## src/memsys_defines.svh

```systemverilog
`ifndef MEMSYS_DEFINES_SVH
`define MEMSYS_DEFINES_SVH

// data ram geometry, word addressed
`define MEMSYS_RAM_WORDS 256
`define MEMSYS_ADDR_W $clog2(`MEMSYS_RAM_WORDS)

// machine word width
`define MEMSYS_DATA_W 32

// top three vaddr bits of the unmapped segments
`define MEMSYS_KSEG0 3'b100
`define MEMSYS_KSEG1 3'b101

`endif

```

## src/memsysPkg.sv

```systemverilog
`include "memsys_defines.svh"

package memsysPkg;

    typedef logic [`MEMSYS_DATA_W-1:0] word_t;
    typedef logic [`MEMSYS_DATA_W/8-1:0] strobe_t;

    // access width of a load or store
    typedef enum logic [1:0] {
        MSIZE1,
        MSIZE2,
        MSIZE4
    } msize_t;

    // cp0 event kind carried down the pipe
    typedef enum logic [1:0] {
        NONE,
        EXCEPTION,
        INTERRUPT,
        ERET
    } ctype_t;

    // address error flags, load and store side
    typedef struct packed {
        logic adelD;
        logic adesD;
    } etype_t;

    typedef struct packed {
        ctype_t ctype;
        etype_t etype;
        logic valid;
        word_t vaddr;
    } cp0Ctl_t;

    typedef struct packed {
        logic regwrite;
        logic memtoreg;
        logic memwrite;
        logic loadSigned;
        logic hiwrite;
        logic lowrite;
        logic cp0write;
        msize_t msize;
    } execCtl_t;

    // one lane as handed over by execute
    typedef struct packed {
        logic valid;
        word_t pc;
        logic [4:0] rdst;
        execCtl_t ctl;
        cp0Ctl_t cp0Ctl;
        word_t aluOut;
        word_t srca;
        word_t srcb;
    } execData_t;

    typedef struct packed {
        logic valid;
        word_t addr;
        msize_t size;
        strobe_t strobe;
        word_t data;
    } dbusReq_t;

    typedef struct packed {
        logic valid;
        word_t pc;
        logic [4:0] rdst;
        logic regwrite;
        word_t result;
        cp0Ctl_t cp0Ctl;
    } memWb_t;

endpackage

```

## src/addrTrans.sv

```systemverilog
`timescale 1ns/100ps
`include "memsys_defines.svh"

module addrTrans (
    input  memsysPkg::word_t vaddr,
    output memsysPkg::word_t paddr
);

    logic [2:0] segment;

    assign segment = vaddr[31:29];

    // kseg0 and kseg1 map onto the low 512MB, everything else untouched
    always_comb begin
        paddr = vaddr;
        if (segment == `MEMSYS_KSEG0 || segment == `MEMSYS_KSEG1) begin
            paddr[31:29] = 3'b000;
        end
    end

endmodule

```

## src/storeAlign.sv

```systemverilog
`timescale 1ns/100ps

module storeAlign (
    input  logic [1:0] addrLow,
    input  memsysPkg::word_t srcb,
    input  memsysPkg::msize_t msize,
    output memsysPkg::word_t wd,
    output memsysPkg::strobe_t strobe,
    output logic storeMisalign
);

    always_comb begin
        wd = srcb;
        strobe = '0;
        storeMisalign = 1'b0;
        case (msize)
            memsysPkg::MSIZE1: begin
                // byte copied into every lane, strobe picks one
                wd = {4{srcb[7:0]}};
                strobe = 4'b0001 << addrLow;
            end
            memsysPkg::MSIZE2: begin
                wd = {2{srcb[15:0]}};
                if (addrLow[0]) begin
                    storeMisalign = 1'b1;
                end else begin
                    strobe = addrLow[1] ? 4'b1100 : 4'b0011;
                end
            end
            default: begin
                storeMisalign = (addrLow != 2'b00);
                if (!storeMisalign) begin
                    strobe = 4'b1111;
                end
            end
        endcase
    end

    // lowest enabled byte lane carries the low source byte
    always_comb begin
        assert (strobe == '0 || wd[8*addrLow +: 8] == srcb[7:0])
            else $error("storeAlign: low source byte not placed at offset %0d", addrLow);
    end

endmodule

```

## src/memStage.sv

```systemverilog
`timescale 1ns/100ps

module memStage (
    input  memsysPkg::execData_t dataE [2],
    input  logic [1:0] reqFinish,
    output memsysPkg::execData_t dataE2 [2],
    output memsysPkg::dbusReq_t dreq [2],
    output logic excpM
);

    memsysPkg::word_t paddr [2];
    memsysPkg::word_t wd [2];
    memsysPkg::strobe_t strobe [2];
    logic [1:0] storeMisRaw;
    logic [1:0] storeMis;
    logic [1:0] loadMis;
    logic [1:0] misalign;
    logic [1:0] eventIn;
    logic [1:0] memOp;
    logic squashed;

    for (genvar i = 0; i < 2; i++) begin : gLane
        addrTrans uTrans (
            .vaddr(dataE[i].aluOut),
            .paddr(paddr[i])
        );

        storeAlign uAlign (
            .addrLow(dataE[i].aluOut[1:0]),
            .srcb(dataE[i].srcb),
            .msize(dataE[i].ctl.msize),
            .wd(wd[i]),
            .strobe(strobe[i]),
            .storeMisalign(storeMisRaw[i])
        );

        assign storeMis[i] = dataE[i].ctl.memwrite && storeMisRaw[i];
        assign loadMis[i] = dataE[i].ctl.memtoreg &&
            ((dataE[i].ctl.msize == memsysPkg::MSIZE2 && dataE[i].aluOut[0]) ||
             (dataE[i].ctl.msize == memsysPkg::MSIZE4 && dataE[i].aluOut[1:0] != 2'b00));
        assign misalign[i] = storeMis[i] || loadMis[i];
        assign eventIn[i] = (dataE[i].cp0Ctl.ctype == memsysPkg::EXCEPTION) ||
                            (dataE[i].cp0Ctl.ctype == memsysPkg::ERET);
        assign memOp[i] = dataE[i].ctl.memtoreg || dataE[i].ctl.memwrite;
    end

    // lane 1 is older, so only lane 0 can be killed
    assign squashed = eventIn[1] || misalign[1];

    always_comb begin
        for (int i = 0; i < 2; i++) begin
            dreq[i] = '0;
            dreq[i].valid = memOp[i] && !eventIn[i] && !misalign[i] &&
                            !(i == 0 && squashed) && !reqFinish[i];
            dreq[i].addr = paddr[i];
            dreq[i].size = dataE[i].ctl.msize;
            dreq[i].strobe = dataE[i].ctl.memwrite ? strobe[i] : '0;
            dreq[i].data = wd[i];
        end
    end

    always_comb begin
        dataE2 = dataE;
        for (int i = 0; i < 2; i++) begin
            if (storeMis[i]) begin
                dataE2[i].cp0Ctl.ctype = memsysPkg::EXCEPTION;
                dataE2[i].cp0Ctl.etype.adesD = 1'b1;
                dataE2[i].cp0Ctl.valid = 1'b1;
                dataE2[i].cp0Ctl.vaddr = dataE[i].aluOut;
            end else if (loadMis[i]) begin
                dataE2[i].cp0Ctl.ctype = memsysPkg::EXCEPTION;
                dataE2[i].cp0Ctl.etype.adelD = 1'b1;
                dataE2[i].cp0Ctl.valid = 1'b1;
                dataE2[i].cp0Ctl.vaddr = dataE[i].aluOut;
            end
        end
        // younger lane keeps flowing but must not change any state
        if (squashed) begin
            dataE2[0].ctl.regwrite = 1'b0;
            dataE2[0].ctl.memtoreg = 1'b0;
            dataE2[0].ctl.memwrite = 1'b0;
            dataE2[0].ctl.hiwrite = 1'b0;
            dataE2[0].ctl.lowrite = 1'b0;
            dataE2[0].ctl.cp0write = 1'b0;
            dataE2[0].cp0Ctl.valid = 1'b0;
        end
    end

    // any cp0 event in either lane, including the ones raised here
    always_comb begin
        excpM = |misalign;
        for (int i = 0; i < 2; i++) begin
            if (dataE[i].cp0Ctl.ctype != memsysPkg::NONE) begin
                excpM = 1'b1;
            end
        end
    end

    // a store that reaches the bus always writes at least one byte
    always_comb begin
        for (int i = 0; i < 2; i++) begin
            assert (!(dreq[i].valid && dataE[i].ctl.memwrite && dreq[i].strobe == '0))
                else $error("memStage: lane %0d store request enables no byte", i);
        end
    end

endmodule

```

## config.mk

```make
export PLATFORM = sky130hd
export DESIGN_NAME = memStage
export DESIGN_NICKNAME = d
export VERILOG_FILES = /design/src/memsysPkg.sv /design/src/addrTrans.sv /design/src/storeAlign.sv /design/src/memStage.sv
export VERILOG_INCLUDE_DIRS = /design/src
export SDC_FILE = /design/constraint.sdc
export NUM_CORES = 1
export LEC_CHECK = 0
export BUFFER_PORTS_ARGS = -buffer_cell sky130_fd_sc_hd__buf_2
export CORE_AREA = 3 3 331 333
export DETAILED_ROUTE_END_ITERATION = 12
export DIE_AREA = 0 0 334 336
export SYNTH_ARGS = -nofsm -noshare
export SYNTH_HDL_FRONTEND = slang
export SYNTH_SLANG_ARGS = --single-unit
export TNS_END_PERCENT = 100
```

## constraint.sdc

```tcl
create_clock -name vclk -period 1.5
set_input_delay 0.225 -clock vclk [all_inputs]
set_output_delay 0.225 -clock vclk [all_outputs]
set_load 0.02 [all_outputs]
```

==> results by stage <==
STA:
- The number of setup violations in the final report is 90.
- The number of endpoints with negative hold slack in the final report was 0.
- The smallest clock period supported by the final layout is computed as 1.785 ns.
- The headroom to the max-slew limit is 66.87%.
- The final worst slack is -0.2847 ns.
- Setup repair after global routing could not meet its margin everywhere.
- The maximum achievable frequency is 560.3 MHz.
- Of the available clock period, the critical path in the final layout requires 119.0%.
- For the pin with the worst max-slew slack, the measured transition is 0.4970 ns.
- The number of pins exceeding their max-slew limit in the final report was 0.

Final layout:
- The sequential cell area is 0 µm².
- In the finished layout, the clock tree contains a buffer count of 0.
- The total number of nets in the final design is 1206.
- Of the cells placed in the final design, the portion with a size suffix greater than 1 is 89.67%.
- Measured on the finished design, the core utilization comes to 7.954%.
- The layout filler cell count is 12640.
- Relative to the synthesized area, the layout overhead comes to 76.80%.
- The final sequential cell count is 0.

Global route:
- Entering global routing, the biggest net connects 25 pins.
- The wire length of the first global-routing pass is 86.06 mm.
- The number of antenna violations at the first check in global routing was 52.
- Global routing used 12.26% of the available tracks across all layers.
- The number of global-route vias before repair is 5594.
- The sum of overflow across all layers after global routing is 0.

Synthesis:
- The number of nets in the synthesized netlist is 956.
- Yosys mapped the design onto 38 distinct sky130hd cell types.
- The synthesized area per cell is 8.097 µm².
- The number of warnings issued by yosys is 0.
- Synthesis produced 594 cells.
- The cell area that synthesis handed to floorplanning was 4810 µm².
- The largest area contributor in the synthesized netlist is buf_4.
- Sorting the synthesized cells by area gives the leading types as buf_4, mux2_2, mux2_4.
- After synthesis, flip-flops and latches occupy 0% of the total area.
- Summed over its instances, the top area cell type makes up 56.04% of the synthesized netlist area.

Worst setup path:
- The largest individual stage delay along the critical path comes from the cell mux2_4.
- The critical path goes through buf_12 -> a21boi_4 -> o211a_4 -> buf_12 -> mux2_4 -> buf_6.
- The worst-path maximum fanout is 19.
- The most frequent cell on the critical path is buf_12.
- The required time of the critical path is 1.27 ns.
- The worst setup path is captured at an output port.
- The startpoint class of the critical path is an input port.
- The class of the most critical setup path is in -> out.
- The data arrival time of the critical path is 1.56 ns.
- The biggest cell delay along the critical path is 0.32 ns.

Hold path:
- The worst hold path passes through 0 cells.
- The worst hold path endpoint is dataE2[171].
- The hold path startpoint is dataE[171].
- In this run the worst hold path is classified as in -> out.

Flow run:
- Across the run, the number of max-cap violations was 0.

Drt:
- After detailed routing, the number of remaining DRC violations is 0.
- The residual antenna-violating net count after detailed routing is 0.
- Dividing the detail-routed wire length by the instance count gives 32.83 µm.
- The detailed router's first-iteration violation count is 172.
- Dividing the detail-routed via count by the number of cells gives 2.316.
- The vias after detailed routing is 5213.
- The post-detailed-routing wire length is 73.90 mm.
- The first-pass detailed-route iteration total is 4.

Die:
- The initialized floorplan defines 120 standard-cell rows.
- The die outline width is 334 µm.
- The starting utilization of the core area is 4.499%.
- 865 I/O pins were placed.
- The core box area is 106900 µm².
- The area enclosed by the die boundary is 112200 µm².
- The die is 336 µm tall.

Power and ir drop:
- For this design the ratio of total power to cell area is 473.9 nW/µm².
- The analysis attributes to cell leakage a power of 0.004031 µW.
- The largest voltage drop on the vdd net is 0.1201 mV.
- The design draws 4030 µW.

Placement:
- During placement, the flow inserted port buffers numbering 573.
- The wire-length estimate of the detail-placed layout is 68.74 mm.
- At the end of routability-driven placement, the weighted congestion stood at 0.7721.

Clock tree:
- The cts-stage hold buffer count is 0.

Outcome:
- The checks that failed: setup timing.
- The run finished, with violations left.
[timing repair]
item | 4_1_cts | 5_1_grt
gates resized for setup | 286 | 41
cloned | 3 | 4
pin swaps | 7 | 5
setup endpoints to repair | 123 | 104
buffers inserted | 13 | 5
[cells in the mapped netlist, types with 6 or more instances]
library cell / instances
buf_6: 7
buf_4: 359
mux2i_1: 16
nor3_1: 8
mux2_4: 27
nand2_1: 20
nor2_1: 6
mux2_2: 69
o21ai_0: 17
buf_2: 7
[report_power, final]
part	internal [µW]	switching (µW)	leakage, µW
Clock	0.000433	0	0.0000000380
Sequential	0	0	0
Combinational	1660	2370	0.00403
Total	1660	2370	0.00403
[critical path: cells and delay by family]
family	cells	cell delay, ns
multiplexers	1	0.32
buffers and inverters	3	0.48
AO/OA/AOI/OAI	2	0.47
[layer usage]
metal  routed length (µm)  vias up  global-route usage (%)  share of wire [%]
li1                     -     2100                       -                  -
met1                27720     2315                   13.45                 38
met2                31920      648                   19.18                 43
met3                12710      124                   9.579                 17
met4                 1265       26                   1.212                1.7
met5                  283        -                  0.8085               0.38
[area by class of cell]
class / count / area (µm²) / area share (%)
Inverter: 5 / 18.77 / 0.2207
Multi-Input combinational cell: 208 / 2280 / 26.81
Tap cell: 1403 / 1755 / 20.64
Antenna cell: 6 / 15.01 / 0.1766
Timing Repair Buffer: 629 / 4434 / 52.15
[worst max path at each step]
stage	start	to	slack [ns]
2_1_floorplan	dataE[64]	dreq[70]	-0.08
3_3_place_gp	dataE[133]	dataE2[109]	-0.49
3_5_place_dp	dataE[133]	dataE2[109]	-0.53
4_1_cts	dataE[133]	dataE2[109]	-0.31
5_1_grt	dataE[133]	dataE2[109]	-0.32
6_report	dataE[133]	dataE2[109]	-0.28
[metrics by stage]
stage | worst slack, ns | hold slack [ns] | instance area [µm²] | TNS (ns) | instances
floorplan | -0.07730 | 0.4895 | 4982 | -2.578 | 594
global placement | -0.4890 | 0.4501 | 7096 | -30.17 | 2224
detailed placement | -0.5296 | 0.4501 | 7096 | -33.56 | 2224
CTS | -0.3130 | 0.4501 | 8248 | -17.38 | 2239
global route | -0.3228 | 0.4500 | 8488 | -20.02 | 2245
finish | -0.2847 | 0.4500 | 8503 | -17.00 | 2251
[kinds of logic after synthesis]
| group | after synthesis | share of synthesized area (%) |
|---|---|---|
| AO/OA/AOI/OAI | 34 | 4.761 |
| XOR/XNOR | 6 | 1.093 |
| buffers and inverters | 386 | 60.12 |
| multiplexers | 112 | 27.91 |
| AND/OR/NAND/NOR | 56 | 6.114 |
[cell usage in the layout, fill, tap and decap left out, types with 2 or more instances in the layout]
master and instances:
xnor2_1 2, nor3_1 6, xor2_1 3, mux2_2 19, and2_4 2, nor2_4 2, a31o_2 3, buf_12 25
inv_1 5, o21ai_1 8, buf_6 98, buf_8 7, a21oi_1 2, nor3b_2 2, buf_4 38, diode_2 6
buf_2 454, nor2_1 5, nand3b_1 3, clkbuf_16 4, nor3_2 2, nor3b_4 3, mux2i_1 16, nand2_1 19
nand2b_4 3, o21ai_0 9, a21boi_0 2, mux2_4 77, and2_1 2
(Power assumes the default switching activity.)
