==> src/memsys_defines.svh <==
`ifndef MEMSYS_DEFINES_SVH
`define MEMSYS_DEFINES_SVH

// data ram geometry, word addressed
`define MEMSYS_RAM_WORDS 256
`define MEMSYS_ADDR_W $clog2(`MEMSYS_RAM_WORDS)

// machine word width
`define MEMSYS_DATA_W 32

// top three vaddr bits of the unmapped segments
`define MEMSYS_KSEG0 3'b100
`define MEMSYS_KSEG1 3'b101

`endif

==> src/memsysPkg.sv <==
`include "memsys_defines.svh"

package memsysPkg;

    typedef logic [`MEMSYS_DATA_W-1:0] word_t;
    typedef logic [`MEMSYS_DATA_W/8-1:0] strobe_t;

    // access width of a load or store
    typedef enum logic [1:0] {
        MSIZE1,
        MSIZE2,
        MSIZE4
    } msize_t;

    // cp0 event kind carried down the pipe
    typedef enum logic [1:0] {
        NONE,
        EXCEPTION,
        INTERRUPT,
        ERET
    } ctype_t;

    // address error flags, load and store side
    typedef struct packed {
        logic adelD;
        logic adesD;
    } etype_t;

    typedef struct packed {
        ctype_t ctype;
        etype_t etype;
        logic valid;
        word_t vaddr;
    } cp0Ctl_t;

    typedef struct packed {
        logic regwrite;
        logic memtoreg;
        logic memwrite;
        logic loadSigned;
        logic hiwrite;
        logic lowrite;
        logic cp0write;
        msize_t msize;
    } execCtl_t;

    // one lane as handed over by execute
    typedef struct packed {
        logic valid;
        word_t pc;
        logic [4:0] rdst;
        execCtl_t ctl;
        cp0Ctl_t cp0Ctl;
        word_t aluOut;
        word_t srca;
        word_t srcb;
    } execData_t;

    typedef struct packed {
        logic valid;
        word_t addr;
        msize_t size;
        strobe_t strobe;
        word_t data;
    } dbusReq_t;

    typedef struct packed {
        logic valid;
        word_t pc;
        logic [4:0] rdst;
        logic regwrite;
        word_t result;
        cp0Ctl_t cp0Ctl;
    } memWb_t;

endpackage

==> src/memResult.sv <==
`timescale 1ns/100ps

module memResult (
    input  logic clk,
    input  logic rst,
    input  logic advance,
    input  memsysPkg::execData_t dataE2 [2],
    input  memsysPkg::word_t rdata [2],
    output memsysPkg::memWb_t wb [2]
);

    logic [1:0] validQ;
    memsysPkg::memWb_t wbNext [2];
    memsysPkg::memWb_t wbQ [2];

    function automatic memsysPkg::word_t loadExtend(
        input memsysPkg::word_t rd,
        input logic [1:0] offset,
        input memsysPkg::msize_t size,
        input logic sext
    );
        memsysPkg::word_t shifted;
        memsysPkg::word_t value;
        // bring the addressed byte or half down to bit 0
        shifted = rd >> {offset, 3'b000};
        case (size)
            memsysPkg::MSIZE1: begin
                value = sext ? {{24{shifted[7]}}, shifted[7:0]} : {24'b0, shifted[7:0]};
            end
            memsysPkg::MSIZE2: begin
                value = sext ? {{16{shifted[15]}}, shifted[15:0]} : {16'b0, shifted[15:0]};
            end
            default: begin
                value = rd;
            end
        endcase
        return value;
    endfunction

    always_comb begin
        for (int i = 0; i < 2; i++) begin
            wbNext[i].valid = dataE2[i].valid;
            wbNext[i].pc = dataE2[i].pc;
            wbNext[i].rdst = dataE2[i].rdst;
            wbNext[i].regwrite = dataE2[i].ctl.regwrite;
            wbNext[i].cp0Ctl = dataE2[i].cp0Ctl;
            if (dataE2[i].ctl.memtoreg) begin
                wbNext[i].result = loadExtend(rdata[i], dataE2[i].aluOut[1:0],
                                              dataE2[i].ctl.msize, dataE2[i].ctl.loadSigned);
            end else begin
                wbNext[i].result = dataE2[i].aluOut;
            end
        end
    end

    always_ff @(posedge clk) begin
        if (rst) begin
            validQ <= '0;
        end else begin
            for (int i = 0; i < 2; i++) begin
                validQ[i] <= advance && wbNext[i].valid;
            end
        end
    end

    always_ff @(posedge clk) begin
        if (advance) begin
            wbQ <= wbNext;
        end
    end

    always_comb begin
        for (int i = 0; i < 2; i++) begin
            wb[i] = wbQ[i];
            wb[i].valid = validQ[i];
        end
    end

endmodule

==> config.mk <==
export PLATFORM = sky130hd
export DESIGN_NAME = memResult
export DESIGN_NICKNAME = d
export VERILOG_FILES = /design/src/memsysPkg.sv /design/src/memResult.sv
export VERILOG_INCLUDE_DIRS = /design/src
export SDC_FILE = /design/constraint.sdc
export NUM_CORES = 1
export LEC_CHECK = 0
export ABC_AREA = 1
export BUFFER_PORTS_ARGS = -buffer_cell sky130_fd_sc_hd__buf_2
export CAP_MARGIN = 10
export CELL_PAD_IN_SITES_DETAIL_PLACEMENT = 0
export CELL_PAD_IN_SITES_GLOBAL_PLACEMENT = 1
export CORE_AREA = 2 2 249 251
export CTS_BUF_LIST = sky130_fd_sc_hd__clkbuf_2 sky130_fd_sc_hd__clkbuf_4 sky130_fd_sc_hd__clkbuf_8
export DETAILED_ROUTE_END_ITERATION = 10
export DIE_AREA = 0 0 251 253
export MAX_ROUTING_LAYER = met4
export PLACE_DENSITY_LB_ADDON = 0.2
export SLEW_MARGIN = 5
export SYNTH_ARGS = -nofsm -noshare
export SYNTH_HDL_FRONTEND = slang
export SYNTH_SLANG_ARGS = --single-unit
==> constraint.sdc <==
create_clock -name clk -period 1.35 [get_ports clk]
set_clock_uncertainty 0.15 [all_clocks]
set_input_delay 0.0675 -clock clk [delete_from_list [all_inputs] [get_ports clk]]
set_output_delay 0.0675 -clock clk [all_outputs]
set_load 0.01 [all_outputs]
==> results of run 1 <==
-- worst max path at each step --
| stage | slack [ns] | start | endpoint |
|---|---|---|---|
| after floorplan | 0.01 | dataE2[244] | wb[174] |
| after global placement | -0.42 | dataE2[244] | wb[149] |
| after detailed placement | -0.37 | dataE2[244] | wb[149] |
| after CTS | -0.20 | wb[11] | wb[11] |
| after global routing | -0.21 | wb[11] | wb[11] |
| final | -0.12 | dataE2[320] | wb[155] |
-- area by class of cell --
cell class / count / area (um2) / share of cell area
Inverter: 78 / 297.8 / 0.01624
Clock inverter: 23 / 180.2 / 0.009827
Clock buffer: 54 / 680.7 / 0.03713
Multi-Input combinational cell: 430 / 2091 / 0.1140
Timing Repair Buffer: 989 / 7622 / 0.4158
Tap cell: 790 / 988.4 / 0.05391
Sequential cell: 216 / 6466 / 0.3527
Antenna cell: 3 / 7.507 / 0.0004095
-- layout by cell type, fill, tap and decap left out --
master	n
buf_2	474
dlygate4sd3_1	407
edfxtp_1	214
nand2_1	158
a21oi_1	85
inv_1	68
buf_4	51
nand3_1	45
clkbuf_8	44
nor2_1	41
o21ai_0	40
or2_2	32
buf_6	32
clkinv_1	16
buf_12	15
nand3_2	11
clkbuf_4	10
dlymetal6s4s_1	7
inv_2	5
clkinv_2	5
nand2_2	4
diode_2	3
nand3_4	3
nand4_1	3
a21oi_2	3
bufinv_16	3
buf_8	3
nor2_8	2
inv_4	2
nor2_2	2
dfxtp_1	2
o211ai_1	1
inv_6	1
clkinvlp_4	1
-- stage by stage --
stage	hold WS, ns	utilization	instances	area (um2)
after floorplan	-0.01099	-	758	9025
after global placement	0.09431	0.2136	2087	13040
after detailed placement	0.09559	0.2136	2087	13040
after CTS	-0.1723	0.2974	2576	18150
after global routing	0.007348	0.3004	2583	18330
final	-0.007902	0.3004	2583	18330
-- metal layers --
metal	part of all wire	track usage	vias to the layer above
li1	-	-	4634
met1	0.44	0.1674	4577
met2	0.48	0.2248	315
met3	0.066	0.03875	55
met4	0.021	0.03895	0
met5	0	-	-
-- state kept, by name, summed over array words and instances (netlist names) --
| register | flops |
|---|---|
| validQ | 2 |
| wb | 214 |
-- power by group through the flow --
stage / clock network (uW) / registers (uW) / logic, uW
after floorplan: 0 / 8640 / 628
after global placement: 0 / 8360 / 2690
after detailed placement: 0 / 8350 / 2680
after CTS: 7330 / 8240 / 3740
after global routing: 7540 / 8300 / 4090
final: 6950 / 8250 / 3760
-- kinds of logic (layout without fill, tap and decap cells) --
logic type,after synthesis,after routing,share of synthesized area
compound gates,129,129,0.07223
buf+inv,112,1144,0.05324
flops,216,216,0.7165
other cells,0,3,0
simple gates,301,301,0.1580
-- timing repair --
action                     CTS  global route
hold endpoints to repair   430            20
pin swaps                    0             2
resized for setup           33            43
hold buffers               412            11
setup endpoints to repair  202           259
==> results_dict.tcl, run 1 <==
set metrics [dict create \
    outcome "finished, violations left" \
    failed_checks "negative hold slack, negative setup slack" \
    worstHoldStart "dataE2[140]" \
    dpl_worst_slack_ns -0.3717 \
    p_seq_frac 0.435 \
    grt_pass1_wl_um 63710 \
    async_reset_ff_frac 0 \
    grt-ovfl-total 0 \
    crit_arrival_ns 1.67 \
    coreArea_mm2 0.06103 \
    synth_cells 758 \
    fill_cells 6455 \
    path_buf_inv 3 \
    io_buffers 506 \
    max_slew_margin 0.4959 \
    yosysTopAreaCellShare 0.7120 \
    syn_area_mm2 0.009025 \
    num_vias 9581 \
    row_count 91 \
    p_sw_uw 5028 \
    antenna_found_initial 6 \
    grt_pass1_vias 10330 \
    ys_seq_elements 216 \
    cts_setup_buffers 0 \
    cp-start-kind "input port" \
    synth_nets 1185 \
    worstHoldPathCells 5 \
    drive_above_1_share 0.3927 \
    die_w_um 251 \
    setup_viol 45 \
    crit_family "buffers and inverters" \
    min_path_type "in -> reg" \
    path_class "in -> reg" \
    dr.pass1.iters 4 \
    total_power_uw 18960 \
    synthTopCellsByArea "edfxtp_1, nand2_1, a21oi_1" \
    die_h_um 253 \
    avgViaCountPerCell 3.709 \
    crit_cells 6 \
    die-area_mm2 0.06350 \
    cts_sinks 216 \
    whs_ns -0.007902 \
    internal_power_uw 13930 \
    drt_iter0_drc 313 \
    crit_path_max_fanout 14 \
    rsz0062_at_grt "yes" \
    max-clock-path-buffers 3 \
    totalWireLength_um 44380 \
    cp.required_ns 1.55 \
    cpPeakStageDelay_ns 0.86 \
    grt_max_degree 51 \
    synth_edf_count 214 \
    synth_largest_area_cell "edfxtp_1" \
    hold_end "wb[45]" \
    worstMarginPinSlew_ns 0.7562 \
    synth_most_common_cell "edfxtp_1" \
    yosys.cell_types.count 23 \
    pwr-share-comb 0.198 \
    syn_avg_cell_area_um2 11.91 \
    cts_buffers 44 \
    peakVddDrop_mv 0.5532 \
    drcViolationCount 0 \
    ys_warn_count 0 \
    setup_tns_ns -1.721 \
    ios 643 \
    cts_tree "yes" \
    yosys-top-cells-count "edfxtp_1, nand2_1, a21oi_1, inv_1, nand3_1" \
    maxSlewViolCount 0 \
    nets 2186 \
    clkTransAtPathRegs_ns 0.06 \
    max_cap_violations 0 \
    crit_top_cell "a21oi_1" \
    slowest_stage "dlygate4sd3_1" \
    cts_root_buf "clkbuf_8" \
    gp_congestion 0.7917 \
    hold_viol 3 \
    critPathCaptureType "flop" \
    drtAntennaViolNets 0 \
    swShare 0.2652 \
    fin_ws_ns -0.1183 \
    grtUsageTotal 0.1381 \
    crit_chain "buf_2, buf_12, dlygate4sd3_1, o21ai_0, a21oi_1, a21oi_1" \
    wl_per_cell_um 17.18 \
    powerDensity_mw_per_mm2 1034 \
    leakage_uw 0.008226 \
    period_minus_slack_ns 1.468 \
    dp_hpwl_um 32330 \
    syn2layout_area_growth_pct 103.1 \
    synthFlopType "edfxtp_1" \
    p_clk_frac 0.367 \
    post-route-period-util 1.088 \
    max_freq_mhz 681.1 \
    htree_levels 2 \
    initial_core_util 0.1479 \
    synth_seq_area_share 0.7165 \
]
Note: power is estimated with default switching activity, not from simulation.
==> inputs of run 2 (changes only) <==
==> constraint.sdc (replaced) <==
create_clock -name clk -period 1.35 [get_ports clk]
set_clock_uncertainty 0.15 [all_clocks]
set_input_delay 0.0675 -clock clk [delete_from_list [all_inputs] [get_ports clk]]
set_output_delay 0.0675 -clock clk [all_outputs]
set_load 0.005 [all_outputs]
==> run 2 against run 1 <==
Compared with the run above: the flow still finishes with violations (negative hold slack, negative setup slack); hold slack got worse by 0.0044 ns; via count decreased by 0.20%; non-clock buffer count decreased by 1; combinational power decreased by 7.2%.
==> results_dict.tcl, run 2 (synthesis gave the netlist of run 1 again) <==
set metrics [dict create \
    drcViolationCount 0 \
    coreArea_mm2 0.06103 \
    htree_levels 2 \
    grt_pass1_vias 10330 \
    post-route-period-util 1.079 \
    avgViaCountPerCell 3.703 \
    whs_ns -0.01230 \
    crit_path_max_fanout 14 \
    worstHoldStart "dataE2[140]" \
    ios 643 \
    max_cap_violations 0 \
    antenna_found_initial 5 \
    cts_tree "yes" \
    max_slew_margin 0.4967 \
    drive_above_1_share 0.3924 \
    crit_family "buffers and inverters" \
    largest_reg_flops 214 \
    max_freq_mhz 686.4 \
    gp_congestion 0.7917 \
    final_common_cell "buf_2" \
    drtAntennaViolNets 0 \
    peakVddDrop_mv 0.5466 \
    dp_hpwl_um 32330 \
    fill_cells 6469 \
    dr.pass1.iters 6 \
    cpPeakStageDelay_ns 0.85 \
    hold_end "wb[45]" \
    grtUsageTotal 0.1383 \
    crit_arrival_ns 1.66 \
    die_w_um 251 \
    nets 2185 \
    row_count 91 \
    path_buf_inv 3 \
    totalWireLength_um 44430 \
    powerDensity_mw_per_mm2 1025 \
    hold_viol 1 \
    crit_chain "buf_2, buf_12, dlygate4sd3_1, o21ai_0, a21oi_1, a21oi_1" \
    io_buffers 506 \
    path_class "in -> reg" \
    fin_ws_ns -0.1069 \
    critPathCaptureType "flop" \
    die-area_mm2 0.06350 \
    cts_setup_buffers 0 \
    layout_common_cells "buf_2, dlygate4sd3_1, edfxtp_1" \
    drt_iter0_drc 308 \
    final_util 0.2984 \
    max-clock-path-buffers 3 \
    wl_per_cell_um 17.21 \
    setup_viol 42 \
    slowest_stage "dlygate4sd3_1" \
    cts_root_buf "clkbuf_8" \
    crit_top_cell "a21oi_1" \
    num_vias 9562 \
    cp-start-kind "input port" \
    worstHoldPathCells 5 \
    outcome "finished, violations left" \
    worstMarginPinSlew_ns 0.7550 \
    cp.required_ns 1.55 \
    grt_pass1_wl_um 63760 \
    syn2layout_area_growth_pct 101.8 \
    die_h_um 253 \
    rsz0062_at_grt "yes" \
    dpl_worst_slack_ns -0.3717 \
    initial_core_util 0.1479 \
    cts_sinks 216 \
    grt_max_degree 51 \
    min_path_type "in -> reg" \
    cts_buffers 44 \
    grt-ovfl-total 0 \
    leakage_uw 0.008189 \
    period_minus_slack_ns 1.457 \
    setup_tns_ns -1.332 \
    maxSlewViolCount 0 \
    clkTransAtPathRegs_ns 0.06 \
    failed_checks "negative hold slack, negative setup slack" \
    final_cells 2582 \
    dp.cells 2087 \
]
run 2: cell count changes in the layout (fill, tap and decap cells not counted):
cell,delta
buf_2,+17
buf_4,+1
buf_6,-18
dlygate4sd3_1,-1
inv_1,+1
inv_2,-1
run 2: through the flow:
step	power, uW	area (um2)
floorplan	9025	9025
global placement	10830	13040
detailed placement	10810	13040
CTS	19060	18090
global route	19650	18210
finish	18670	18210
run 2: per-layer routing:
metal / vias to the layer above / wire, um / track usage
li1: 4626 / - / -
met1: 4582 / 19580 / 0.1686
met2: 300 / 21260 / 0.2256
met3: 54 / 2751 / 0.03711
met4: 0 / 846 / 0.03759
met5: - / 0 / -
run 2: repair_timing:
action / CTS / global route
endpoints found under the hold margin: 430 / 20
endpoints found under the setup margin: 173 / 241
gates resized for setup: 14 / 32
pin swaps: 0 / 1
hold buffers: 413 / 8
run 2: layout make-up:
type	count	area, um2	share of cell area
Antenna cell	3	7.507	0.0004122
Timing Repair Buffer	988	7502	0.4119
Tap cell	790	988.4	0.05427
Clock buffer	54	680.7	0.03737
Clock inverter	23	180.2	0.009892
Sequential cell	216	6466	0.3550
Inverter	78	297.8	0.01635
Multi-Input combinational cell	430	2091	0.1148
run 2: how the worst max path moves through the flow:
stage	startpoint	to	slack [ns]	depth (start not counted)
after floorplan	dataE2[244]	wb[174]	0.01	11
after global placement	dataE2[244]	wb[149]	-0.42	7
after detailed placement	dataE2[244]	wb[149]	-0.37	7
after CTS	wb[11]	wb[11]	-0.19	1
after global routing	wb[11]	wb[11]	-0.20	1
final	dataE2[320]	wb[155]	-0.11	6
run 2: where the power goes:
group	internal [uW]	switching (uW)	leakage [uW]
clock network	3880	3070	0.000449
registers	8040	193	0.00211
logic	1950	1540	0.00563
run 2: tightest hold or removal path, delay by kind of cell:
kind | cells | cell delay (ns)
AOI/OAI and AO/OA | 3 | 0.25
buffers and inverters | 2 | 0.28
