$ cat src/memsys_defines.svh
`ifndef MEMSYS_DEFINES_SVH
`define MEMSYS_DEFINES_SVH

// data ram geometry, word addressed
`define MEMSYS_RAM_WORDS 256
`define MEMSYS_ADDR_W $clog2(`MEMSYS_RAM_WORDS)

// machine word width
`define MEMSYS_DATA_W 32

// top three vaddr bits of the unmapped segments
`define MEMSYS_KSEG0 3'b100
`define MEMSYS_KSEG1 3'b101

`endif

$ cat src/memsysPkg.sv
`include "memsys_defines.svh"

package memsysPkg;

    typedef logic [`MEMSYS_DATA_W-1:0] word_t;
    typedef logic [`MEMSYS_DATA_W/8-1:0] strobe_t;

    // access width of a load or store
    typedef enum logic [1:0] {
        MSIZE1,
        MSIZE2,
        MSIZE4
    } msize_t;

    // cp0 event kind carried down the pipe
    typedef enum logic [1:0] {
        NONE,
        EXCEPTION,
        INTERRUPT,
        ERET
    } ctype_t;

    // address error flags, load and store side
    typedef struct packed {
        logic adelD;
        logic adesD;
    } etype_t;

    typedef struct packed {
        ctype_t ctype;
        etype_t etype;
        logic valid;
        word_t vaddr;
    } cp0Ctl_t;

    typedef struct packed {
        logic regwrite;
        logic memtoreg;
        logic memwrite;
        logic loadSigned;
        logic hiwrite;
        logic lowrite;
        logic cp0write;
        msize_t msize;
    } execCtl_t;

    // one lane as handed over by execute
    typedef struct packed {
        logic valid;
        word_t pc;
        logic [4:0] rdst;
        execCtl_t ctl;
        cp0Ctl_t cp0Ctl;
        word_t aluOut;
        word_t srca;
        word_t srcb;
    } execData_t;

    typedef struct packed {
        logic valid;
        word_t addr;
        msize_t size;
        strobe_t strobe;
        word_t data;
    } dbusReq_t;

    typedef struct packed {
        logic valid;
        word_t pc;
        logic [4:0] rdst;
        logic regwrite;
        word_t result;
        cp0Ctl_t cp0Ctl;
    } memWb_t;

endpackage

$ cat src/dbusArbiter.sv
`timescale 1ns/100ps
`include "memsys_defines.svh"

module dbusArbiter (
    input  logic clk,
    input  logic rst,
    input  memsysPkg::dbusReq_t dreq [2],
    input  logic advance,
    output logic [1:0] reqFinish,
    output memsysPkg::word_t rdata [2],
    output logic ramEn,
    output logic [`MEMSYS_ADDR_W-1:0] ramAddr,
    output memsysPkg::strobe_t ramStrobe,
    output memsysPkg::word_t ramWdata,
    input  memsysPkg::word_t ramRdata
);

    logic issueLane;
    logic respValid;
    logic respLane;
    memsysPkg::word_t rdataQ [2];

    // older lane first, lane 0 only once lane 1 is done
    assign issueLane = dreq[1].valid;
    assign ramEn = dreq[1].valid || dreq[0].valid;

    always_comb begin
        ramAddr = dreq[issueLane].addr[`MEMSYS_ADDR_W+1:2];
        ramStrobe = dreq[issueLane].strobe;
        ramWdata = dreq[issueLane].data;
    end

    // finish goes up with the ram edge, so the lane drops its request next cycle
    always_ff @(posedge clk) begin
        if (rst) begin
            reqFinish <= '0;
            respValid <= 1'b0;
            respLane <= 1'b0;
        end else begin
            respValid <= ramEn;
            respLane <= issueLane;
            if (advance) begin
                reqFinish <= '0;
            end else if (ramEn) begin
                reqFinish[issueLane] <= 1'b1;
            end
        end
    end

    always_ff @(posedge clk) begin
        if (respValid) begin
            rdataQ[respLane] <= ramRdata;
        end
    end

    // response cycle reads straight from the ram
    always_comb begin
        for (int i = 0; i < 2; i++) begin
            rdata[i] = rdataQ[i];
            if (respValid && respLane == i[0]) begin
                rdata[i] = ramRdata;
            end
        end
    end

    assert property (@(posedge clk) disable iff (rst)
        respValid |-> !(ramEn && issueLane == respLane))
        else $error("dbusArbiter: lane %0d issued again while in flight", respLane);

endmodule

$ cat config.mk
export PLATFORM = sky130hd
export DESIGN_NAME = dbusArbiter
export DESIGN_NICKNAME = d
export VERILOG_FILES = /design/src/memsysPkg.sv /design/src/dbusArbiter.sv
export VERILOG_INCLUDE_DIRS = /design/src
export SDC_FILE = /design/constraint.sdc
export NUM_CORES = 1
export LEC_CHECK = 0
export ABC_AREA = 1
export BUFFER_PORTS_ARGS = -buffer_cell sky130_fd_sc_hd__buf_2
export CAP_MARGIN = 0
export CORE_AREA = 2 2 112 114
export CTS_BUF_LIST = sky130_fd_sc_hd__clkbuf_4 sky130_fd_sc_hd__clkbuf_8 sky130_fd_sc_hd__clkbuf_16
export DETAILED_ROUTE_END_ITERATION = 6
export DIE_AREA = 0 0 114 116
export MAX_ROUTING_LAYER = met4
export PLACE_DENSITY = 0.65
export REMOVE_ABC_BUFFERS = 1
export SYNTH_ARGS = -nofsm -noshare
export SYNTH_HDL_FRONTEND = slang
export SYNTH_SLANG_ARGS = --single-unit
$ cat constraint.sdc
create_clock -name clk -period 1.45 [get_ports clk]
set_input_delay 0.29 -clock clk [delete_from_list [all_inputs] [get_ports clk]]
set_output_delay 0.29 -clock clk [all_outputs]
set_load 0.005 [all_outputs]
==> impl_metrics.tcl, run 1 <==
set metrics [dict create \
    synth_edf_count 64 \
    reg2reg_slack_ns 0.04 \
    grt_max_degree 38 \
    outcome "finished with violations" \
    htreeDepth 3 \
    drt_first_pass_iters 5 \
    rows 40 \
    clk_latency_ns 0.32 \
    slowest_stage "dfxtp_4" \
    syn_avg_cell_area_um2 7.93 \
    multi_input_area_um2 1380 \
    ioPinCount 288 \
    vias_per_cell 4.24 \
    fin_crit_sh_pct 114 \
    vias 3633 \
    placedCellCount 813 \
    clkPwrFrac_pct 36.5 \
    grt_pass1_wl_mm 16.0 \
    syn_inst 432 \
    cts_tree "yes" \
    post_drt_wl_per_cell_um 13.6 \
    dieArea_um2 13200 \
    die_x_um 114 \
    synth.cell_area_um2 3430 \
    violations "setup timing" \
    synth_area_leaders "edfxtp_1 (56%), nand2_1 (36%), dfxtp_1 (2.3%)" \
    wirelength_mm 11.6 \
    grt_antenna_before_repair 0 \
    num-nets-final 881 \
    numCtsBuffers 9 \
    relSlewSlack_pct 88.6 \
    hold_viol_final 0 \
    required_ns 1.16 \
    internal-power_mw 3.96 \
    startpoint_type "flip-flop" \
    power.switching_mw 1.30 \
    dp_hpwl_mm 8.18 \
    arrival_ns 1.36 \
    route.detailed.drc 0 \
    ys_seq_area_share_pct 58.4 \
    seq_area_um2 2010 \
    worst_path_largest_cell_delay_ns 0.36 \
    ys.flop_type "edfxtp_1" \
    fill_cells 1187 \
    fin_ws_ns -0.200 \
    ctsHoldBuffers 0 \
    p_leak_nw 3.09 \
    ys_warn_count 0 \
    start_util_pct 28.8 \
    grt_usage_pct 16.5 \
    cpMostUsedCell "nand2_1" \
    n_antenna_cell 0 \
    skew_ns 0.00264 \
    ir_worst_vdd_v 0.000493 \
    path_buf_inv 4 \
    crit_fanout 7 \
    path_cells "inv_2 > nor2_4 > buf_12 > clkbuf_16 > nand2_1 > nand2_1 > buf_2" \
    p_per_area_nw_per_um2 924 \
    layout.cells.non_filler 856 \
    first_global_vias 3063 \
    cts.sinks 68 \
    fin_crit_ns 1.65 \
    final_antenna_net_count 0 \
    dr.first_iter.drc_count 162 \
    clkSlewWorstSetupHoldPaths_ns 0.05 \
    numPortBuffers 235 \
    swShare_pct 24.8 \
    fp.dieH_um 116 \
    crit_path_end_kind "primary output" \
    cap_violations 0 \
    worstSetupPathType "flip-flop to primary output" \
    synth_top_area_share_pct 56.1 \
    worst_pin_slew_ns 0.171 \
    synth_cell_types 13 \
    slew_violations 0 \
    maxClockFrequency_mhz 606 \
    clockRootBuffer "clkbuf_16" \
    total_power_mw 5.26 \
    place.gp.congestion 0.737 \
    clockBufferDepth 2 \
    areaGrowthSynthToFinish_pct 66.2 \
    whs_ns 0.159 \
    synthArstFlopShare_pct 0 \
    p_comb_share_pct 20.6 \
    rsz0062_at_grt "yes" \
    synth_top_area_cell "edfxtp_1" \
    drive_gt1_share_pct 47.2 \
    setup_viol 64 \
    fin_util_pct 47.8 \
    hp-class "input port to flip-flop" \
    core_area_um2 11900 \
    dp_slack_ns 0.105 \
    seqPwrFrac_pct 43.0 \
    ys_ff_latch 68 \
    grt-ovfl-total 0 \
    path_delay_family "buffers and inverters" \
]
-- routing by layer --
| layer | GRT usage [%] | vias up | wire length, um |
|---|---|---|---|
| li1 | - | 1884 | - |
| met1 | 18.6 | 1568 | 4680 |
| met2 | 29.2 | 173 | 6080 |
| met3 | 3.45 | 8 | 751 |
| met4 | 5.28 | 0 | 118 |
| met5 | - | - | 0 |
-- logic make-up (layout without fill, tap and decap cells) --
family,count (synthesis),in the layout,share of synthesized area (%)
DFF,68,68,58.4
AOI/OAI and AO/OA,1,1,0.146
buffers and inverters,29,306,4.56
and+or+nand+nor,334,334,36.9
-- worst reg2reg max path, stage by stage, from the launching register on --
cell and delay (ns):
dfxtp_4 0.37, nand2_4 0.09, inv_8 0.10, buf_12 0.11, buf_16 0.12, buf_4 0.18, buf_4 0.16
-- synth_stat cells, types with 3 or more instances --
master,instances
buf_2,11
nor2_1,5
inv_2,3
inv_1,5
edfxtp_1,64
buf_4,3
buf_6,3
nand2_1,327
clkbuf_1,4
dfxtp_1,4
-- final cells by class --
class / count / share of cell area [%]
Multi-Input combinational cell: 335 / 24.2
Timing Repair Buffer: 282 / 31.9
Clock buffer: 11 / 4.22
Clock inverter: 5 / 0.505
Tap cell: 147 / 3.23
Inverter: 8 / 0.659
Sequential cell: 68 / 35.3
-- cell usage in the layout, fill, tap and decap left out --
master,count
nor2_1,5
a21oi_1,1
clkinvlp_4,1
buf_6,7
inv_2,2
nand2_1,295
buf_12,11
buf_4,24
dfxtp_4,2
nand2_4,6
clkinv_4,1
buf_2,232
clkinv_1,2
edfxtp_1,64
inv_1,5
nor2_4,1
nand2_2,27
buf_8,3
clkbuf_4,2
clkinv_2,1
buf_16,2
clkbuf_16,12
dfxtp_1,2
inv_8,1
-- power groups by stage --
stage | Combinational, mW | Clock [mW] | Sequential, mW
floorplan | 0.324 | 0 | 2.30
global placement | 0.916 | 0 | 2.30
detailed placement | 0.922 | 0 | 2.30
CTS | 0.969 | 1.97 | 2.26
global route | 1.20 | 2.07 | 2.27
finish | 1.08 | 1.92 | 2.26
-- sequential cells by signal, summed over array words and instances (netlist names) --
signal,flops
respValid,1
respLane,1
rdataQ,64
reqFinish,2
-- worst paths after layout --
kind | start | to | depth (start not counted)
worst min register to register | reqFinish[0] | reqFinish[0] | 2
worst max register to register | respLane | rdataQ[1][2] | 6
worst min-delay path | rst | respLane | 2
worst max-delay path | respValid | rdata[37] | 7
-- stage by stage --
step	cell area (um^2)	setup TNS [ns]
2_1_floorplan	3300	-36.66
3_3_place_gp	4900	0
3_5_place_dp	4900	0
4_1_cts	5380	-9.76
5_1_grt	5690	-13.50
6_report	5690	-8.88
-- repair_timing --
item,4_1_cts,5_1_grt
pin swaps,3,7
setup endpoints to repair,64,64
setup buffers,8,14
resized for setup,35,33
gates cloned,2,4
Note: power is estimated with default switching activity, not from simulation.
==> run 2: changes to the inputs <==
- SKIP_LAST_GASP: default -> 1
==> impl_metrics.tcl, run 2 (synthesized netlist as in run 1, its figures left out) <==
set metrics [dict create \
    drt_first_pass_iters 4 \
    skew_ns 0.00276 \
    hp-class "input port to flip-flop" \
    clkSlewWorstSetupHoldPaths_ns 0.05 \
    drive_gt1_share_pct 47.1 \
    clockBufferDepth 2 \
    grt_max_degree 38 \
    largest_reg_flops 64 \
    die_x_um 114 \
    grt_usage_pct 16.5 \
    final_cell_mix "nand2_1 (296), buf_2 (234), edfxtp_1 (64)" \
    maxClockFrequency_mhz 606 \
    p_leak_nw 3.08 \
    n_antenna_cell 0 \
    hold_viol_final 0 \
    fill_cells 1190 \
    clk_latency_ns 0.32 \
    ir_worst_vdd_v 0.000492 \
    dieArea_um2 13200 \
    required_ns 1.16 \
    numCtsBuffers 9 \
    grt-ovfl-total 0 \
    grt_pass1_wl_mm 16.0 \
    relSlewSlack_pct 88.6 \
    fin_crit_sh_pct 114 \
    areaGrowthSynthToFinish_pct 65.5 \
    ioPinCount 288 \
    clockRootBuffer "clkbuf_16" \
    final_antenna_net_count 0 \
    rows 40 \
    dp_hpwl_mm 8.18 \
    final_common_cell "nand2_1" \
    slew_violations 0 \
    num-nets-final 881 \
    worst_pin_slew_ns 0.171 \
    cts_tree "yes" \
    violations "setup timing" \
    wirelength_mm 11.6 \
    post_drt_wl_per_cell_um 13.5 \
    crit_path_end_kind "primary output" \
    route.detailed.drc 0 \
    whs_ns 0.159 \
    rsz0062_at_grt "yes" \
    ctsHoldBuffers 0 \
    crit_fanout 7 \
    first_global_vias 3063 \
    place.gp.congestion 0.737 \
    fin_crit_ns 1.65 \
    cap_violations 0 \
    vias 3635 \
    regMostFlops "rdataQ" \
    cts.sinks 68 \
    start_util_pct 28.8 \
    dr.first_iter.drc_count 172 \
    outcome "finished with violations" \
    vias_per_cell 4.25 \
    grt_antenna_before_repair 0 \
    worstSetupPathType "flip-flop to primary output" \
    setup_viol 71 \
    dp_slack_ns 0.105 \
    arrival_ns 1.36 \
    startpoint_type "flip-flop" \
    top_regs "rdataQ: 64 flops, reqFinish: 2 flops" \
    p_per_area_nw_per_um2 926 \
    numPortBuffers 235 \
    core_area_um2 11900 \
    htreeDepth 3 \
    fin_ws_ns -0.201 \
    fp.dieH_um 116 \
]
## run 2: changes by cell type in the layout (fill, tap and decap cells not counted)
cell     before  now
buf_2       232  234
nand2_2      27   26
nand2_1     295  296
buf_6         7    3
buf_4        24   26
## run 2: path summary, 6_finish.rpt
path / start / end / slack [ns] / cells past startpoint
worst min-delay path: rst / respLane / 0.16 / 2
worst max register to register: respValid / rdataQ[0][22] / -0.01 / 6
worst max-delay path: respValid / rdata[37] / -0.20 / 7
worst min register to register: reqFinish[0] / reqFinish[0] / 0.46 / 2
## run 2: routing by layer
layer	share of wire [%]	vias up	track usage, %
met5	0	-	-
li1	-	1887	-
met3	6.3	6	3.45
met4	0.84	0	5.28
met2	52	170	29.2
met1	41	1572	18.6
## run 2: stage by stage
step                total power, mW  util [%]  cells  setup TNS [ns]  cell area, um^2
floorplan                      2.62         -    411          -36.66             3300
global placement               3.21      41.1    813               0             4900
detailed placement             3.22      41.1    813               0             4900
CTS                            5.20      45.1    838           -9.97             5370
global route                   5.53      47.6    856          -13.95             5670
finish                         5.25      47.6    856           -8.90             5670
## run 2: layout make-up
class,instances,area (um^2),area share (%)
Sequential cell,68,2010,35.4
Timing Repair Buffer,282,1800,31.7
Multi-Input combinational cell,335,1380,24.3
Clock buffer,11,240,4.24
Tap cell,147,184,3.24
Inverter,8,37.5,0.662
Clock inverter,5,28.8,0.507
## run 2: worst max-delay path, stage by stage, from the launching register on
cell and delay, ns:
dfxtp_4 0.36, inv_2 0.04, nor2_4 0.11, buf_12 0.15
clkbuf_16 0.15, nand2_1 0.05, nand2_1 0.06, buf_2 0.11
## run 2: timing repair
item	in CTS	in global routing
setup buffers	8	14
hold endpoints to repair	0	0
pin swaps	3	7
resized for setup	33	30
setup endpoints to repair	64	64
cloned	2	4
## run 2: power by group
part	leakage, nW	total [mW]	switching [mW]	internal [mW]
combinational	2.32	1.07	0.540	0.531
clock	0.131	1.92	0.737	1.18
sequential	0.628	2.26	0.0225	2.24
==> run 3: changes to the inputs <==
- BUFFER_PORTS_ARGS: -buffer_cell sky130_fd_sc_hd__buf_2 -> -buffer_cell sky130_fd_sc_hd__buf_4
- MAX_ROUTING_LAYER: met4 -> default
==> impl_metrics.tcl, run 3 (synthesized netlist as in run 1, its figures left out) <==
set metrics [dict create \
    slew_violations 0 \
    num-nets-final 864 \
    regMostFlops "rdataQ" \
    numCtsBuffers 9 \
    dieArea_um2 13200 \
    first_global_vias 3408 \
    cts_tree "yes" \
    fin_crit_ns 1.67 \
    total_power_mw 5.69 \
    rsz0062_at_grt "yes" \
    skew_ns 0.00392 \
    drt_first_pass_iters 6 \
    ir_worst_vdd_v 0.000555 \
    route.detailed.drc 0 \
    clockRootBuffer "clkbuf_16" \
    final_common_cell "nand2_1" \
    crit_fanout 5 \
    dp_slack_ns 0.0727 \
    crit_path_end_kind "primary output" \
    clockBufferDepth 2 \
    ctsHoldBuffers 0 \
    hp-start "rst" \
    final_cell_mix "nand2_1 (294), buf_4 (234), edfxtp_1 (64)" \
    vias_per_cell 4.51 \
    top_regs "rdataQ: 64 flops, reqFinish: 2 flops" \
    numPortBuffers 235 \
    outcome "finished with violations" \
    post_drt_wl_per_cell_um 14.9 \
    fin_crit_sh_pct 115 \
    drive_gt1_share_pct 46.1 \
    startpoint_type "flip-flop" \
    violations "setup timing" \
    clkSlewWorstSetupHoldPaths_ns 0.05 \
    dr.first_iter.drc_count 262 \
    cap_violations 0 \
    path_cells "buf_6 > nand2_8 > inv_8 > buf_12 > buf_16 > nand2_2 > nand2_1 > buf_4" \
    maxClockFrequency_mhz 598 \
    worstSetupPathType "flip-flop to primary output" \
    grt_max_degree 47 \
    areaGrowthSynthToFinish_pct 82.2 \
    start_util_pct 28.8 \
    cts.sinks 68 \
    relSlewSlack_pct 85.3 \
    rows 40 \
    largest_reg_flops 64 \
    crit_start "respValid" \
    p_leak_nw 3.21 \
    required_ns 1.16 \
    place.gp.congestion 0.838 \
    grt-ovfl-total 0 \
    n_antenna_cell 0 \
    core_area_um2 11900 \
    vias 3787 \
    fin_ws_ns -0.223 \
    dp_hpwl_mm 8.41 \
    wirelength_mm 12.5 \
    grt_antenna_before_repair 0 \
    fp.dieH_um 116 \
    clk_latency_ns 0.32 \
    hold_viol_final 0 \
    worst_path_largest_cell_delay_ns 0.34 \
    htreeDepth 3 \
    hp-class "input port to flip-flop" \
    die_x_um 114 \
    p_per_area_nw_per_um2 910 \
    r2r_start "respValid" \
    final_antenna_net_count 0 \
    slowest_stage "dfxtp_4" \
    arrival_ns 1.38 \
    grt_pass1_wl_mm 17.6 \
    setup_viol 72 \
    worst_pin_slew_ns 0.220 \
    grt_usage_pct 17.6 \
    ioPinCount 288 \
]
-- run 3: metal layers --
layer | GRT usage, % | part of all wire (%)
met5 | 0 | 0
met4 | 7.97 | 2.3
met3 | 4.86 | 8.2
met2 | 31.5 | 52
met1 | 19.7 | 38
-- run 3: critical path: cells and delay by family (launching register included) --
family | cells | cell delay, ns
and+or+nand+nor | 3 | 0.15
DFF | 1 | 0.34
buffers and inverters | 5 | 0.56
-- run 3: area by class of cell --
type	instances	area (um^2)
clock buffer	11	240
clock inverter	5	52.6
fill	1093	5670
inverter	8	37.5
multi-input combinational	335	1400
sequential	68	2010
tap	147	184
timing repair buffer	265	2330
-- run 3: path summary, 6_finish.rpt --
kind / end / slack, ns / cells past startpoint
worst min register to register: reqFinish[0] / 0.46 / 2
worst max register to register: rdataQ[1][9] / -0.14 / 7
worst max-delay path: rdata[7] / -0.22 / 8
worst min-delay path: respValid / 0.14 / 2
-- run 3: repair_timing --
item,4_1_cts,5_1_grt
gates resized for setup,24,48
setup endpoints to repair,64,80
setup buffers,11,0
gates cloned,7,2
pin swaps,2,15
-- run 3: where the power goes --
group | switching (mW) | total (mW) | internal [mW]
Sequential | 0.0240 | 2.26 | 2.24
Combinational | 0.572 | 1.32 | 0.747
Clock | 0.747 | 2.10 | 1.36
-- run 3: metrics by stage --
step	setup TNS [ns]	hold WS, ns	util (%)	cell area, um^2	cells
global route	-16.53	0.135	52.4	6240	839
floorplan	-36.66	0.362	-	3300	411
global placement	0	0.438	45.6	5430	807
detailed placement	0	0.456	45.6	5430	807
CTS	-13.38	0.130	50.8	6050	838
finish	-11.74	0.138	52.4	6240	839
